--- config.mk ---
export PLATFORM = sky130hd
export DESIGN_NAME = scpad_backend
export DESIGN_NICKNAME = d
export VERILOG_FILES = /design/src/common/scpad_types_pkg.sv /design/src/hdl/scpad_sram.sv /design/src/hdl/spill_req_gen.sv /design/src/dram_wr_queue/dram_write_request_queue.sv /design/src/hdl/scpad_backend.sv
export SDC_FILE = /design/constraint.sdc
export NUM_CORES = 2
export LEC_CHECK = 0
export BUFFER_PORTS_ARGS = -buffer_cell sky130_fd_sc_hd__clkbuf_2
export CAP_MARGIN = 5
export CORE_MARGIN = 3
export CORE_UTILIZATION = 50
export DETAILED_ROUTE_END_ITERATION = 7
export GPL_TIMING_DRIVEN = 0
export PLACE_DENSITY = 0.67
export SYNTH_ARGS = -nofsm -noshare
export SYNTH_HDL_FRONTEND = slang
export SYNTH_SLANG_ARGS = --single-unit
--- constraint.sdc ---
create_clock -name clk -period 9.13 [get_ports clk]
set_clock_uncertainty 0.15 [all_clocks]
set_input_delay 0.4565 -clock clk [delete_from_list [all_inputs] [get_ports clk]]
set_output_delay 0.4565 -clock clk [all_outputs]
set_load 0.005 [all_outputs]
--- src/common/scpad_types_pkg.sv ---
package scpad_types_pkg;

    // scratchpad row geometry
    localparam int ROW_BYTES = 8;
    localparam int ROW_WIDTH = ROW_BYTES * 8;
    localparam int ROW_COUNT = 16;
    localparam int ROW_IDX_WIDTH = $clog2(ROW_COUNT);

    // byte count must hold a full row, so 0..8
    localparam int NUM_BYTES_WIDTH = 4;

    // dram byte address
    localparam int DRAM_ADDR_WIDTH = 32;

    // request ids, one per latch set in the write queue
    localparam int REQ_ID_COUNT = 8;
    localparam int REQ_ID_WIDTH = $clog2(REQ_ID_COUNT);

    // occupancy of the order ring, 0..REQ_ID_COUNT
    localparam int RING_CNT_WIDTH = REQ_ID_WIDTH + 1;

    // read strobe to read data, fixed by the two register stages in scpad_sram
    localparam int SRAM_RD_LATENCY = 2;

    // spill opcodes
    // OP_SPILL copies an sram row out to dram
    // OP_SPILL_ZERO writes zeros and skips the array read
    typedef enum logic {
        OP_SPILL      = 1'b0,
        OP_SPILL_ZERO = 1'b1
    } scpad_op_t;

    // payload of one write-request latch set
    // valid bit lives apart from this so it can be reset on its own
    typedef struct packed {
        logic [DRAM_ADDR_WIDTH-1:0] dram_addr;
        logic [NUM_BYTES_WIDTH-1:0] num_bytes;
        logic [ROW_WIDTH-1:0]       wdata;
    } wr_entry_t;

    // all zero row, used for zero spills
    localparam logic [ROW_WIDTH-1:0] ZERO_ROW = '0;

endpackage

--- src/hdl/scpad_sram.sv ---
`timescale 1ns/10ps

module scpad_sram (
    input  logic                                         clk,
    input  logic                                         n_rst,
    input  logic                                         sram_wr,
    input  logic [scpad_types_pkg::ROW_IDX_WIDTH-1:0]    sram_wr_row,
    input  logic [scpad_types_pkg::ROW_WIDTH-1:0]        sram_wr_data,
    input  logic                                         rd_strobe,
    input  logic [scpad_types_pkg::ROW_IDX_WIDTH-1:0]    rd_row,
    input  logic [scpad_types_pkg::REQ_ID_WIDTH-1:0]     rd_id,
    input  logic [scpad_types_pkg::DRAM_ADDR_WIDTH-1:0]  rd_dram_addr,
    input  logic [scpad_types_pkg::NUM_BYTES_WIDTH-1:0]  rd_num_bytes,
    input  scpad_types_pkg::scpad_op_t                   rd_op,
    output logic                                         rd_done,
    output logic [scpad_types_pkg::REQ_ID_WIDTH-1:0]     done_id,
    output logic [scpad_types_pkg::DRAM_ADDR_WIDTH-1:0]  done_dram_addr,
    output logic [scpad_types_pkg::NUM_BYTES_WIDTH-1:0]  done_num_bytes,
    output logic [scpad_types_pkg::ROW_WIDTH-1:0]        done_rdata
);

    // row array
    logic [scpad_types_pkg::ROW_WIDTH-1:0] mem [scpad_types_pkg::ROW_COUNT];

    // first pipeline stage
    logic                                        s1_valid;
    logic [scpad_types_pkg::REQ_ID_WIDTH-1:0]    s1_id;
    logic [scpad_types_pkg::DRAM_ADDR_WIDTH-1:0] s1_dram_addr;
    logic [scpad_types_pkg::NUM_BYTES_WIDTH-1:0] s1_num_bytes;
    logic [scpad_types_pkg::ROW_WIDTH-1:0]       s1_rdata;

    // host write port
    // nonblocking, so a read of the same row this edge sees the old contents
    always_ff @(posedge clk) begin
        if (sram_wr) begin
            mem[sram_wr_row] <= sram_wr_data;
        end
    end

    // strobes through both stages
    always_ff @(posedge clk, negedge n_rst) begin
        if (!n_rst) begin
            s1_valid <= 1'b0;
            rd_done  <= 1'b0;
        end else begin
            s1_valid <= rd_strobe;
            rd_done  <= s1_valid;
        end
    end

    // request fields ride along with the array data
    always_ff @(posedge clk) begin
        if (rd_strobe) begin
            s1_id        <= rd_id;
            s1_dram_addr <= rd_dram_addr;
            s1_num_bytes <= rd_num_bytes;
            // zero spill never looks at the array
            if (rd_op == scpad_types_pkg::OP_SPILL_ZERO) begin
                s1_rdata <= scpad_types_pkg::ZERO_ROW;
            end else begin
                s1_rdata <= mem[rd_row];
            end
        end
        if (s1_valid) begin
            done_id        <= s1_id;
            done_dram_addr <= s1_dram_addr;
            done_num_bytes <= s1_num_bytes;
            done_rdata     <= s1_rdata;
        end
    end

endmodule

--- src/hdl/spill_req_gen.sv ---
`timescale 1ns/10ps

module spill_req_gen (
    input  logic                                         clk,
    input  logic                                         n_rst,
    // host command
    input  logic                                         cmd_valid,
    input  scpad_types_pkg::scpad_op_t                   cmd_op,
    input  logic [scpad_types_pkg::ROW_IDX_WIDTH-1:0]    cmd_row,
    input  logic [scpad_types_pkg::DRAM_ADDR_WIDTH-1:0]  cmd_dram_addr,
    input  logic [scpad_types_pkg::NUM_BYTES_WIDTH-1:0]  cmd_num_bytes,
    output logic                                         spill_busy,
    // sram read port
    output logic                                         rd_strobe,
    output logic [scpad_types_pkg::ROW_IDX_WIDTH-1:0]    rd_row,
    output logic [scpad_types_pkg::REQ_ID_WIDTH-1:0]     rd_id,
    output logic [scpad_types_pkg::DRAM_ADDR_WIDTH-1:0]  rd_dram_addr,
    output logic [scpad_types_pkg::NUM_BYTES_WIDTH-1:0]  rd_num_bytes,
    output scpad_types_pkg::scpad_op_t                   rd_op,
    // id return from the write queue
    input  logic                                         id_free,
    input  logic [scpad_types_pkg::REQ_ID_WIDTH-1:0]     free_id
);

    // one bit per request id, set from allocation until dram acceptance
    logic [scpad_types_pkg::REQ_ID_COUNT-1:0] in_use;
    logic [scpad_types_pkg::REQ_ID_COUNT-1:0] in_use_nxt;

    // lowest clear bit of in_use
    logic [scpad_types_pkg::REQ_ID_WIDTH-1:0] alloc_id;

    // priority pick, scanning down so the lowest free id wins
    always_comb begin
        alloc_id = '0;
        for (int i = scpad_types_pkg::REQ_ID_COUNT - 1; i >= 0; i--) begin
            if (!in_use[i]) begin
                alloc_id = i[scpad_types_pkg::REQ_ID_WIDTH-1:0];
            end
        end
    end

    // every id out, counting reads still in flight
    assign spill_busy = &in_use;

    // free and allocate never hit the same bit
    // the freed id is still marked in_use when the pick is made
    always_comb begin
        in_use_nxt = in_use;
        if (id_free) begin
            in_use_nxt[free_id] = 1'b0;
        end
        if (cmd_valid) begin
            in_use_nxt[alloc_id] = 1'b1;
        end
    end

    always_ff @(posedge clk, negedge n_rst) begin
        if (!n_rst) begin
            in_use    <= '0;
            rd_strobe <= 1'b0;
        end else begin
            in_use    <= in_use_nxt;
            rd_strobe <= cmd_valid;
        end
    end

    // read port fields, registered with the strobe
    always_ff @(posedge clk) begin
        if (cmd_valid) begin
            rd_row       <= cmd_row;
            rd_id        <= alloc_id;
            rd_dram_addr <= cmd_dram_addr;
            rd_num_bytes <= cmd_num_bytes;
            rd_op        <= cmd_op;
        end
    end

    // host has to hold off while busy, otherwise an in-use id is handed out twice
    cmd_while_busy: assert property (
        @(posedge clk) disable iff (!n_rst)
        cmd_valid |-> !spill_busy
    ) else $error("spill command issued while spill_busy is high");

    // queue may only hand back ids this block gave out
    free_unused_id: assert property (
        @(posedge clk) disable iff (!n_rst)
        id_free |-> in_use[free_id]
    ) else $error("id_free for request id %0d which is not in use", free_id);

endmodule

--- src/dram_wr_queue/dram_write_request_queue.sv ---
`timescale 1ns/10ps

module dram_write_request_queue (
    input  logic                                         clk,
    input  logic                                         n_rst,
    // returned sram reads
    input  logic                                         rd_done,
    input  logic [scpad_types_pkg::REQ_ID_WIDTH-1:0]     done_id,
    input  logic [scpad_types_pkg::DRAM_ADDR_WIDTH-1:0]  done_dram_addr,
    input  logic [scpad_types_pkg::NUM_BYTES_WIDTH-1:0]  done_num_bytes,
    input  logic [scpad_types_pkg::ROW_WIDTH-1:0]        done_rdata,
    // dram write side
    input  logic                                         dram_wr_req_accepted,
    output logic                                         dram_write_req,
    output logic [scpad_types_pkg::DRAM_ADDR_WIDTH-1:0]  dram_addr,
    output logic [scpad_types_pkg::NUM_BYTES_WIDTH-1:0]  dram_num_bytes,
    output logic [scpad_types_pkg::ROW_WIDTH-1:0]        dram_wdata,
    // id return to the generator
    output logic                                         id_free,
    output logic [scpad_types_pkg::REQ_ID_WIDTH-1:0]     free_id
);

    // latch sets, indexed by request id
    scpad_types_pkg::wr_entry_t entries [scpad_types_pkg::REQ_ID_COUNT];
    logic [scpad_types_pkg::REQ_ID_COUNT-1:0] set_valid;
    logic [scpad_types_pkg::REQ_ID_COUNT-1:0] set_valid_nxt;

    // order ring
    // ids come back out of sequence, the ring keeps command order
    logic [scpad_types_pkg::REQ_ID_WIDTH-1:0]   ring [scpad_types_pkg::REQ_ID_COUNT];
    logic [scpad_types_pkg::REQ_ID_WIDTH-1:0]   head_ptr;
    logic [scpad_types_pkg::REQ_ID_WIDTH-1:0]   tail_ptr;
    logic [scpad_types_pkg::RING_CNT_WIDTH-1:0] occupancy;

    // id of the oldest outstanding request
    logic [scpad_types_pkg::REQ_ID_WIDTH-1:0] head_id;

    logic push;
    logic pop;

    assign head_id = ring[head_ptr];
    assign push    = rd_done;
    // strobe only counts while something is presented
    assign pop     = dram_wr_req_accepted && dram_write_req;

    // head presentation, straight off registered state
    assign dram_write_req = (occupancy != '0);
    assign dram_addr      = entries[head_id].dram_addr;
    assign dram_num_bytes = entries[head_id].num_bytes;
    assign dram_wdata     = entries[head_id].wdata;

    // clear popped set first, arrival after
    // arrival id cannot equal head id, that id is only returned a cycle later
    always_comb begin
        set_valid_nxt = set_valid;
        if (pop) begin
            set_valid_nxt[head_id] = 1'b0;
        end
        if (push) begin
            set_valid_nxt[done_id] = 1'b1;
        end
    end

    always_ff @(posedge clk, negedge n_rst) begin
        if (!n_rst) begin
            set_valid <= '0;
            head_ptr  <= '0;
            tail_ptr  <= '0;
            occupancy <= '0;
            id_free   <= 1'b0;
            free_id   <= '0;
        end else begin
            set_valid <= set_valid_nxt;
            // pointers wrap at REQ_ID_COUNT on their own
            if (push) begin
                tail_ptr <= tail_ptr + 1'b1;
            end
            if (pop) begin
                head_ptr <= head_ptr + 1'b1;
            end
            // push and pop together leave occupancy alone
            case ({push, pop})
                2'b10:   occupancy <= occupancy + 1'b1;
                2'b01:   occupancy <= occupancy - 1'b1;
                default: occupancy <= occupancy;
            endcase
            // id goes back one cycle after acceptance
            id_free <= pop;
            if (pop) begin
                free_id <= head_id;
            end
        end
    end

    // latch set payload and ring slot
    always_ff @(posedge clk) begin
        if (push) begin
            entries[done_id].dram_addr <= done_dram_addr;
            entries[done_id].num_bytes <= done_num_bytes;
            entries[done_id].wdata     <= done_rdata;
            ring[tail_ptr]             <= done_id;
        end
    end

    // overflow, the generator's busy level should make this impossible
    arrival_on_valid_set: assert property (
        @(posedge clk) disable iff (!n_rst)
        rd_done |-> !set_valid[done_id]
    ) else $error("sram read returned for latch set %0d which is still valid", done_id);

    // dram side acknowledged something that was never offered
    accept_without_req: assert property (
        @(posedge clk) disable iff (!n_rst)
        dram_wr_req_accepted |-> dram_write_req
    ) else $error("dram acceptance strobe while dram_write_req is low");

endmodule

--- src/hdl/scpad_backend.sv ---
`timescale 1ns/10ps

module scpad_backend (
    input  logic                                         clk,
    input  logic                                         n_rst,
    // host commands
    input  logic                                         cmd_valid,
    input  scpad_types_pkg::scpad_op_t                   cmd_op,
    input  logic [scpad_types_pkg::ROW_IDX_WIDTH-1:0]    cmd_row,
    input  logic [scpad_types_pkg::DRAM_ADDR_WIDTH-1:0]  cmd_dram_addr,
    input  logic [scpad_types_pkg::NUM_BYTES_WIDTH-1:0]  cmd_num_bytes,
    output logic                                         spill_busy,
    // host row writes
    input  logic                                         sram_wr,
    input  logic [scpad_types_pkg::ROW_IDX_WIDTH-1:0]    sram_wr_row,
    input  logic [scpad_types_pkg::ROW_WIDTH-1:0]        sram_wr_data,
    // dram write side
    output logic                                         dram_write_req,
    output logic [scpad_types_pkg::DRAM_ADDR_WIDTH-1:0]  dram_addr,
    output logic [scpad_types_pkg::NUM_BYTES_WIDTH-1:0]  dram_num_bytes,
    output logic [scpad_types_pkg::ROW_WIDTH-1:0]        dram_wdata,
    input  logic                                         dram_wr_req_accepted
);

    // generator to sram
    logic                                        rd_strobe;
    logic [scpad_types_pkg::ROW_IDX_WIDTH-1:0]   rd_row;
    logic [scpad_types_pkg::REQ_ID_WIDTH-1:0]    rd_id;
    logic [scpad_types_pkg::DRAM_ADDR_WIDTH-1:0] rd_dram_addr;
    logic [scpad_types_pkg::NUM_BYTES_WIDTH-1:0] rd_num_bytes;
    scpad_types_pkg::scpad_op_t                  rd_op;

    // sram to queue
    logic                                        rd_done;
    logic [scpad_types_pkg::REQ_ID_WIDTH-1:0]    done_id;
    logic [scpad_types_pkg::DRAM_ADDR_WIDTH-1:0] done_dram_addr;
    logic [scpad_types_pkg::NUM_BYTES_WIDTH-1:0] done_num_bytes;
    logic [scpad_types_pkg::ROW_WIDTH-1:0]       done_rdata;

    // queue back to generator
    logic                                        id_free;
    logic [scpad_types_pkg::REQ_ID_WIDTH-1:0]    free_id;

    spill_req_gen i_spill_req_gen (
        .clk, .n_rst,
        .cmd_valid, .cmd_op, .cmd_row, .cmd_dram_addr, .cmd_num_bytes,
        .spill_busy,
        .rd_strobe, .rd_row, .rd_id, .rd_dram_addr, .rd_num_bytes, .rd_op,
        .id_free, .free_id
    );

    // two cycle read, zero data for zero spills
    scpad_sram i_scpad_sram (
        .clk, .n_rst,
        .sram_wr, .sram_wr_row, .sram_wr_data,
        .rd_strobe, .rd_row, .rd_id, .rd_dram_addr, .rd_num_bytes, .rd_op,
        .rd_done, .done_id, .done_dram_addr, .done_num_bytes, .done_rdata
    );

    dram_write_request_queue i_dram_write_request_queue (
        .clk, .n_rst,
        .rd_done, .done_id, .done_dram_addr, .done_num_bytes, .done_rdata,
        .dram_wr_req_accepted,
        .dram_write_req, .dram_addr, .dram_num_bytes, .dram_wdata,
        .id_free, .free_id
    );

endmodule

; ---- Yosys cells after proc, flatten, opt, wreduce, memory -nomap -nowiden
; Memory sizes are Yosys's and may differ from the RTL's. A register that Yosys moved wholly into a read port is not among the register bits.
; Cells that the tools add are included.
; W data, S select, Z words.
[totals]
mem_bits_rw = 1848
rom_bits = 0
latch_bits = 0
regBits = 211
output_inout_bits = 102
in_bits = 114
memories = 3
elab_cells = 62
[classes]
bitwise = 3
mul = 0
order_cmp = 4
add_sub_neg = 4
n_eq_ne = 2
n_shift = 0
n_div = 0
mux = 19
reduce_logical = 6
[mem_list]
columns = memory, depth, word_bits, rd, rd_clocked_by_memory_dff, wr, line_no
row1 = i_scpad_sram.mem, 16, 64, 1, 1, 1, scpad_sram.sv:23  ; logic [scpad_types_pkg::ROW_WIDTH-1:0] mem [scpad_types_pkg::ROW_COUNT];
row2 = i_dram_write_request_queue.entries, 8, 100, 1, 0, 1, dram_write_request_queue.sv:24  ; scpad_types_pkg::wr_entry_t entries [scpad_types_pkg::REQ_ID_COUNT];
row3 = i_dram_write_request_queue.ring, 8, 3, 1, 0, 1, dram_write_request_queue.sv:30  ; logic [scpad_types_pkg::REQ_ID_WIDTH-1:0] ring [scpad_types_pkg::REQ_ID_COUNT];
[ops]
columns = operator, count
row1 = $mux W3, 8
row2 = $mux W8, 2
row3 = $and A8 B8 Y8, 1
row4 = $lt A3 B4 Y1 const B, 2
row5 = $not A8 Y8, 1
row6 = $or A8 B8 Y8, 1
row7 = $pmux W4 S2, 1
row8 = $reduce_and A8 Y1, 1
row9 = $add A3 B1 Y3 const B, 2
row10 = $demux W1 S3, 2
row11 = $ge A3 B1 Y1 const B, 2
row12 = $mux W1, 6
row13 = $add A4 B1 Y4 const B, 1
row14 = $reduce_bool A4 Y1, 1
row15 = $sub A4 B1 Y4 const B, 1
row16 = $logic_and A1 B1 Y1, 3
row17 = $eq A2 B1 Y1 const B, 1
row18 = $eq A2 B2 Y1 const B, 1
row19 = $reduce_bool A2 Y1, 1

; ---- Logic depth before layout (Yosys ltp)
[logic_depth]
word_depth = 14
ltp_mapped = 10
mapped_depth_nobuf = 10

; ---- By module
; From an unflattened synthesis, not the netlist that was laid out.
[unflattened]
hier_cells = 4537
hier_area_um2 = 79673.9
[by_module_without_submodules]
columns = module, seq_area_each_um2, instances, area_each_um2, cells_each
row1 = scpad_sram, 36985.5, 1, 45706.3, 2288
row2 = dram_write_request_queue, 25094.1, 1, 32172.1, 2154
row3 = spill_req_gen, 1546.5, 1, 1795.5, 95

; ---- Worst setup path before layout
; No wires, ideal clock.
[synth_timing]
path_kind = register to register
startpoint = register i_scpad_sram.rd_done
endpoint = memory i_dram_write_request_queue.entries[1][0] in the netlist's numbering (enable)
required_time_ns = 8.299
stages_incl_launch_ff = 4
setup_ns = 0.681
synth_period_minus_slack_ns = 8.301
slack_ns = 0.829
arrival_ns = 7.470
cell_sequence = dfrtp_1 -> clkbuf_1 -> nand2_1 -> nor3_1
[synth_between]
elab_chain_cells = 2
[synth_lines]
columns = element, line_no
row1 = start: declaration, scpad_sram.sv:15  ; output logic rd_done,
row2 = start signal: assignment, scpad_sram.sv:47  ; rd_done <= s1_valid;
row3 = $mux W1, dram_write_request_queue.sv:97  ; if (push) begin
row4 = $mux W1 (implied by the code), dram_write_request_queue.sv:100  ; entries[done_id].wdata <= done_rdata;
row5 = end: declaration, dram_write_request_queue.sv:24
; Every way passes these cells.

; ---- Worst setup path in the final report
[layout_timing]
startpoint = register i_dram_write_request_queue.head_ptr[0] in the netlist's numbering
endpoint = output dram_wdata[55] in the netlist's numbering
[layout_between]
elab_chain_cells = 2
[layout_lines]
columns = element, line_no
row1 = start: declaration, dram_write_request_queue.sv:31  ; logic [scpad_types_pkg::REQ_ID_WIDTH-1:0] head_ptr;
row2 = start signal: assignment, dram_write_request_queue.sv:79  ; head_ptr <= head_ptr + 1'b1;
row3 = $mem_v2 Z8 W3, -
row4 = $mem_v2 Z8 W100, -
row5 = end: declaration, scpad_backend.sv:21  ; output logic [scpad_types_pkg::ROW_WIDTH-1:0] dram_wdata,
; Every way passes these cells.

==> impl_metrics.ini <==
[timing]
tightest_slew_ns = 1.221
finalMaxSlewViolations = 0
tns_ns = 0
fin_crit_sh_pct = 53.78
max_slew_margin_pct = 18.59
max_freq_mhz = 203.7
finalSetupViolations = 0
timing.final.crit_period_ns = 4.910
hold_violations = 0
whs_ns = 0.07728
rsz0062_at_grt = false

[flow_run]
maxCapViolations = 0

[power]
p_switching_mw = 8.053
pwr-share-seq_pct = 43.5
p_sw_share_pct = 30.75
power_density_nw_per_um2 = 283.2
p_comb_share_pct = 25.7
p_leak_nw = 30.60
finalPower_mw = 26.19
vdd_drop_max_v = 0.0002212
clkPwrFrac_pct = 30.8
p_int_mw = 18.13

[detailed_routing]
via_per_inst = 5.807
ant_nets = 0
wirelength_um = 184300
vias = 39760
drt_iter0_markers = 4708
drc = 0
wire_per_inst_um = 26.92
dr.pass1.iters = 6

[synthesis]
synth.area.top_cells = edfxtp_1 (80%), mux4_2 (9.3%), nand2_1 (2.9%)
synthCells = 3962
yosys_warnings = 0
syn_nets = 4082
syn_area_um2 = 78960
synth_top_area_cell = edfxtp_1
ys_seq_elements = 2123
avgSynthCellArea_um2 = 19.93
synth_cell_type_count = 38
seq_area_frac_synth_pct = 80.58
synth.top_cell.area_share_pct = 79.79

[global_route]
grt_busiest_layer = met2
grt-ovfl-total = 0
grt_max_degree = 64
first_global_vias = 39800
track_usage_pct = 22.80
grtUsageMet1_pct = 31.50
grt_pass1_wl_um = 270500
grt_use_met2_pct = 37.51
antenna_found_initial = 13
grtUsageMet3_pct = 4.353

[clocking]
cts_tree = built
cts_sinks = 2123
insertion_delay_ns = 0.80
root_buffer = clkbuf_16
cts_buffers = 204
clkTransAtPathRegs_ns = 0.06
h-tree-depth = 4
cts_setup_buffers = 0
cts_buffer_depth = 3
postCtsResizedCells = 0

[cells_and_area]
final_cell_area_um2 = 92490
n_fill_cell = 11110
syn2layout_area_growth_pct = 17.13
nNetsFinal = 4742
drive_gt1_share_pct = 22.10
final_cells = 6847

[setup_path]
start_kind = flop
path_class = reg -> out
cp.arrival_ns = 4.30
required_ns = 8.52
crit_path_max_incr_delay_ns = 0.91
crit_chain = buf_6 > mux4_2 > nand2b_1 > o21ai_2 > clkbuf_1 > nand3_1 > and3_1 > clkbuf_2
critPathMaxFanout = 10
slowest_stage = o21ai_2
timing.critical_path.to_type = output pin

[place]
dpl_cell_area_um2 = 84990
hpwl_um = 116600
placed_cells = 6363
place.gp.congestion = 0.7653
portBuffers = 215

[min_path]
hp-class = in -> async

[floorplanning]
core_um2 = 156600
die_w_um = 403.4
die_area_um2 = 162700
rows = 145
io_pins = 216
die_h_um = 403.4
initial_core_util_pct = 50.43

[outcome]
status = finished clean
Yosys cell counts:
| library cell | number |
|---|---|
| xnor2_1 | 5 |
| edfxtp_1 | 2098 |
| buf_1 | 13 |
| o21ai_1 | 2 |
| nor3_1 | 11 |
| nand2b_1 | 14 |
| a41oi_1 | 1 |
| o21ai_0 | 18 |
| nor2_1 | 26 |
| nand2_1 | 618 |
| xor2_1 | 3 |
| ha_1 | 5 |
| a31oi_1 | 1 |
| inv_1 | 8 |
| clkbuf_1 | 105 |
| or3b_2 | 2 |
| mux4_2 | 326 |
| nand3b_1 | 6 |
| o21ai_2 | 1 |
| a21o_1 | 2 |
| mux2_2 | 5 |
| fa_1 | 1 |
| a21boi_0 | 1 |
| a21oi_1 | 1 |
| a32oi_1 | 100 |
| o21a_1 | 1 |
| buf_2 | 71 |
| or4_1 | 1 |
| buf_6 | 12 |
| nor2b_1 | 64 |
| mux2i_1 | 107 |
| o22ai_1 | 1 |
| mux2_4 | 1 |
| nand3_1 | 204 |
| o31ai_1 | 1 |
| dfrtp_1 | 25 |
| nand4_1 | 1 |
| and3_1 | 100 |
layer usage:
layer / up-vias / wire [µm]
met1: 20610 / 73030
met4: 0 / 4772
met2: 1678 / 91900
met5: - / 0
met3: 296 / 14640
li1: 17180 / -
per-stage QoR:
| stage | util [%] | setup slack [ns] |
|---|---|---|
| floorplan | - | 0.8293 |
| global placement | 52.76 | -5.970 |
| detailed placement | 54.28 | 5.029 |
| CTS | 59.05 | 4.123 |
| global route | 59.05 | 4.075 |
| finish | 59.07 | 4.220 |
cell families after synthesis:
group / after synthesis / synth area share (%)
compound gates: 130 / 1.328
xor+xnor: 8 / 0.08874
fa+ha+maj: 6 / 0.1046
buf+inv: 209 / 1.220
flops: 2123 / 80.58
mux: 439 / 10.75
simple gates: 1047 / 5.931
critical path: cells and delay by family (launching register included):
family | cells | cell delay, ns
AOI/OAI and AO/OA | 1 | 0.91
buffers and inverters | 3 | 0.92
DFF | 1 | 0.47
muxes | 1 | 0.57
and+or+nand+nor | 3 | 0.63
sequential cells by signal, summed over array words and instances, names as in the netlist, 8 cells and up:
register / flops
i_scpad_sram.done_dram_addr: 32
i_spill_req_gen.in_use: 8
i_scpad_sram.mem: 1024
i_dram_write_request_queue.entries: 800
i_scpad_sram.done_rdata: 64
i_scpad_sram.s1_dram_addr: 32
i_scpad_sram.s1_rdata: 64
i_dram_write_request_queue.ring: 24
i_spill_req_gen.rd_dram_addr: 32
power groups by stage:
stage / clock network [mW] / logic [mW] / registers, mW
2_1_floorplan: 0 / 3.59 / 11.6
3_3_place_gp: 0 / 6.54 / 11.7
3_5_place_dp: 0 / 6.74 / 11.6
4_1_cts: 8.21 / 6.80 / 11.4
5_1_grt: 8.60 / 7.24 / 11.4
6_report: 8.08 / 6.73 / 11.4
layout by cell type (no fill, tap or decap), types with 5 or more instances in the layout:
master         Yosys  layout
a32oi_1          100     100
and3_1           100     100
buf_1             13      13
buf_12             0      45
buf_16             0      21
buf_2             71      71
buf_6             12      65
buf_8              0       7
bufinv_16          0      16
clkbuf_1         105     153
clkbuf_16          0     209
clkbuf_2           0     214
clkinv_1           0      47
clkinv_2           0      29
dfrtp_1           25      23
diode_2            0      11
dlygate4sd3_1      0     111
edfxtp_1        2098    2098
ha_1               5       5
inv_1              8       8
mux2_2             5       5
mux2i_1          107     107
mux4_2           326     326
nand2_1          618     618
nand2b_1          14      14
nand3_1          204     204
nand3b_1           6       6
nor2_1            26       8
nor2_4             0      18
nor2b_1           64      64
nor3_1            11       5
nor3_2             0       6
o21ai_0           18      18
xnor2_1            5       5
path summary, 6_finish.rpt:
kind                                                               startpoint                                                   to  slack (ns)  cells after the start
min                                                                     n_rst  i_dram_write_request_queue.occupancy[1]$_DFFE_PN0P_        0.08                      2
max in group asynchronous                                               n_rst                      i_scpad_sram.s1_valid$_DFF_PN0_        8.26                      2
max                        i_dram_write_request_queue.head_ptr[0]$_DFFE_PN0N_                                       dram_wdata[55]        4.22                      8
max reg2reg                               i_spill_req_gen.rd_row[1]$_DFFE_PP_              i_scpad_sram.s1_rdata[20]$_SDFFCE_PP0P_        5.43                      5
min reg2reg                         i_spill_req_gen.rd_dram_addr[3]$_DFFE_PP_               i_scpad_sram.s1_dram_addr[3]$_DFFE_PP_        0.26                      0
min in group clk                                             cmd_dram_addr[0]            i_spill_req_gen.rd_dram_addr[0]$_DFFE_PP_        0.22                      2
cell type report:
type	instances	area (µm²)	area share, %
multi-input cells	1630	14540	15.72
inverters	8	30.03	0.03247
plain buffers	201	933.4	1.009
flip-flops and latches	2123	63630	68.80
well taps	2058	2575	2.784
diodes	11	27.53	0.02976
clock buffers	259	5438	5.880
clock inverters	103	920.9	0.9957
repair buffers	454	4385	4.742
what timing repair did:
action | in CTS | in global routing
hold buffers | 111 | 0
endpoints found under the hold margin | 1112 | 0
endpoints found under the setup margin | 0 | 0
(Power assumes the default switching activity.)
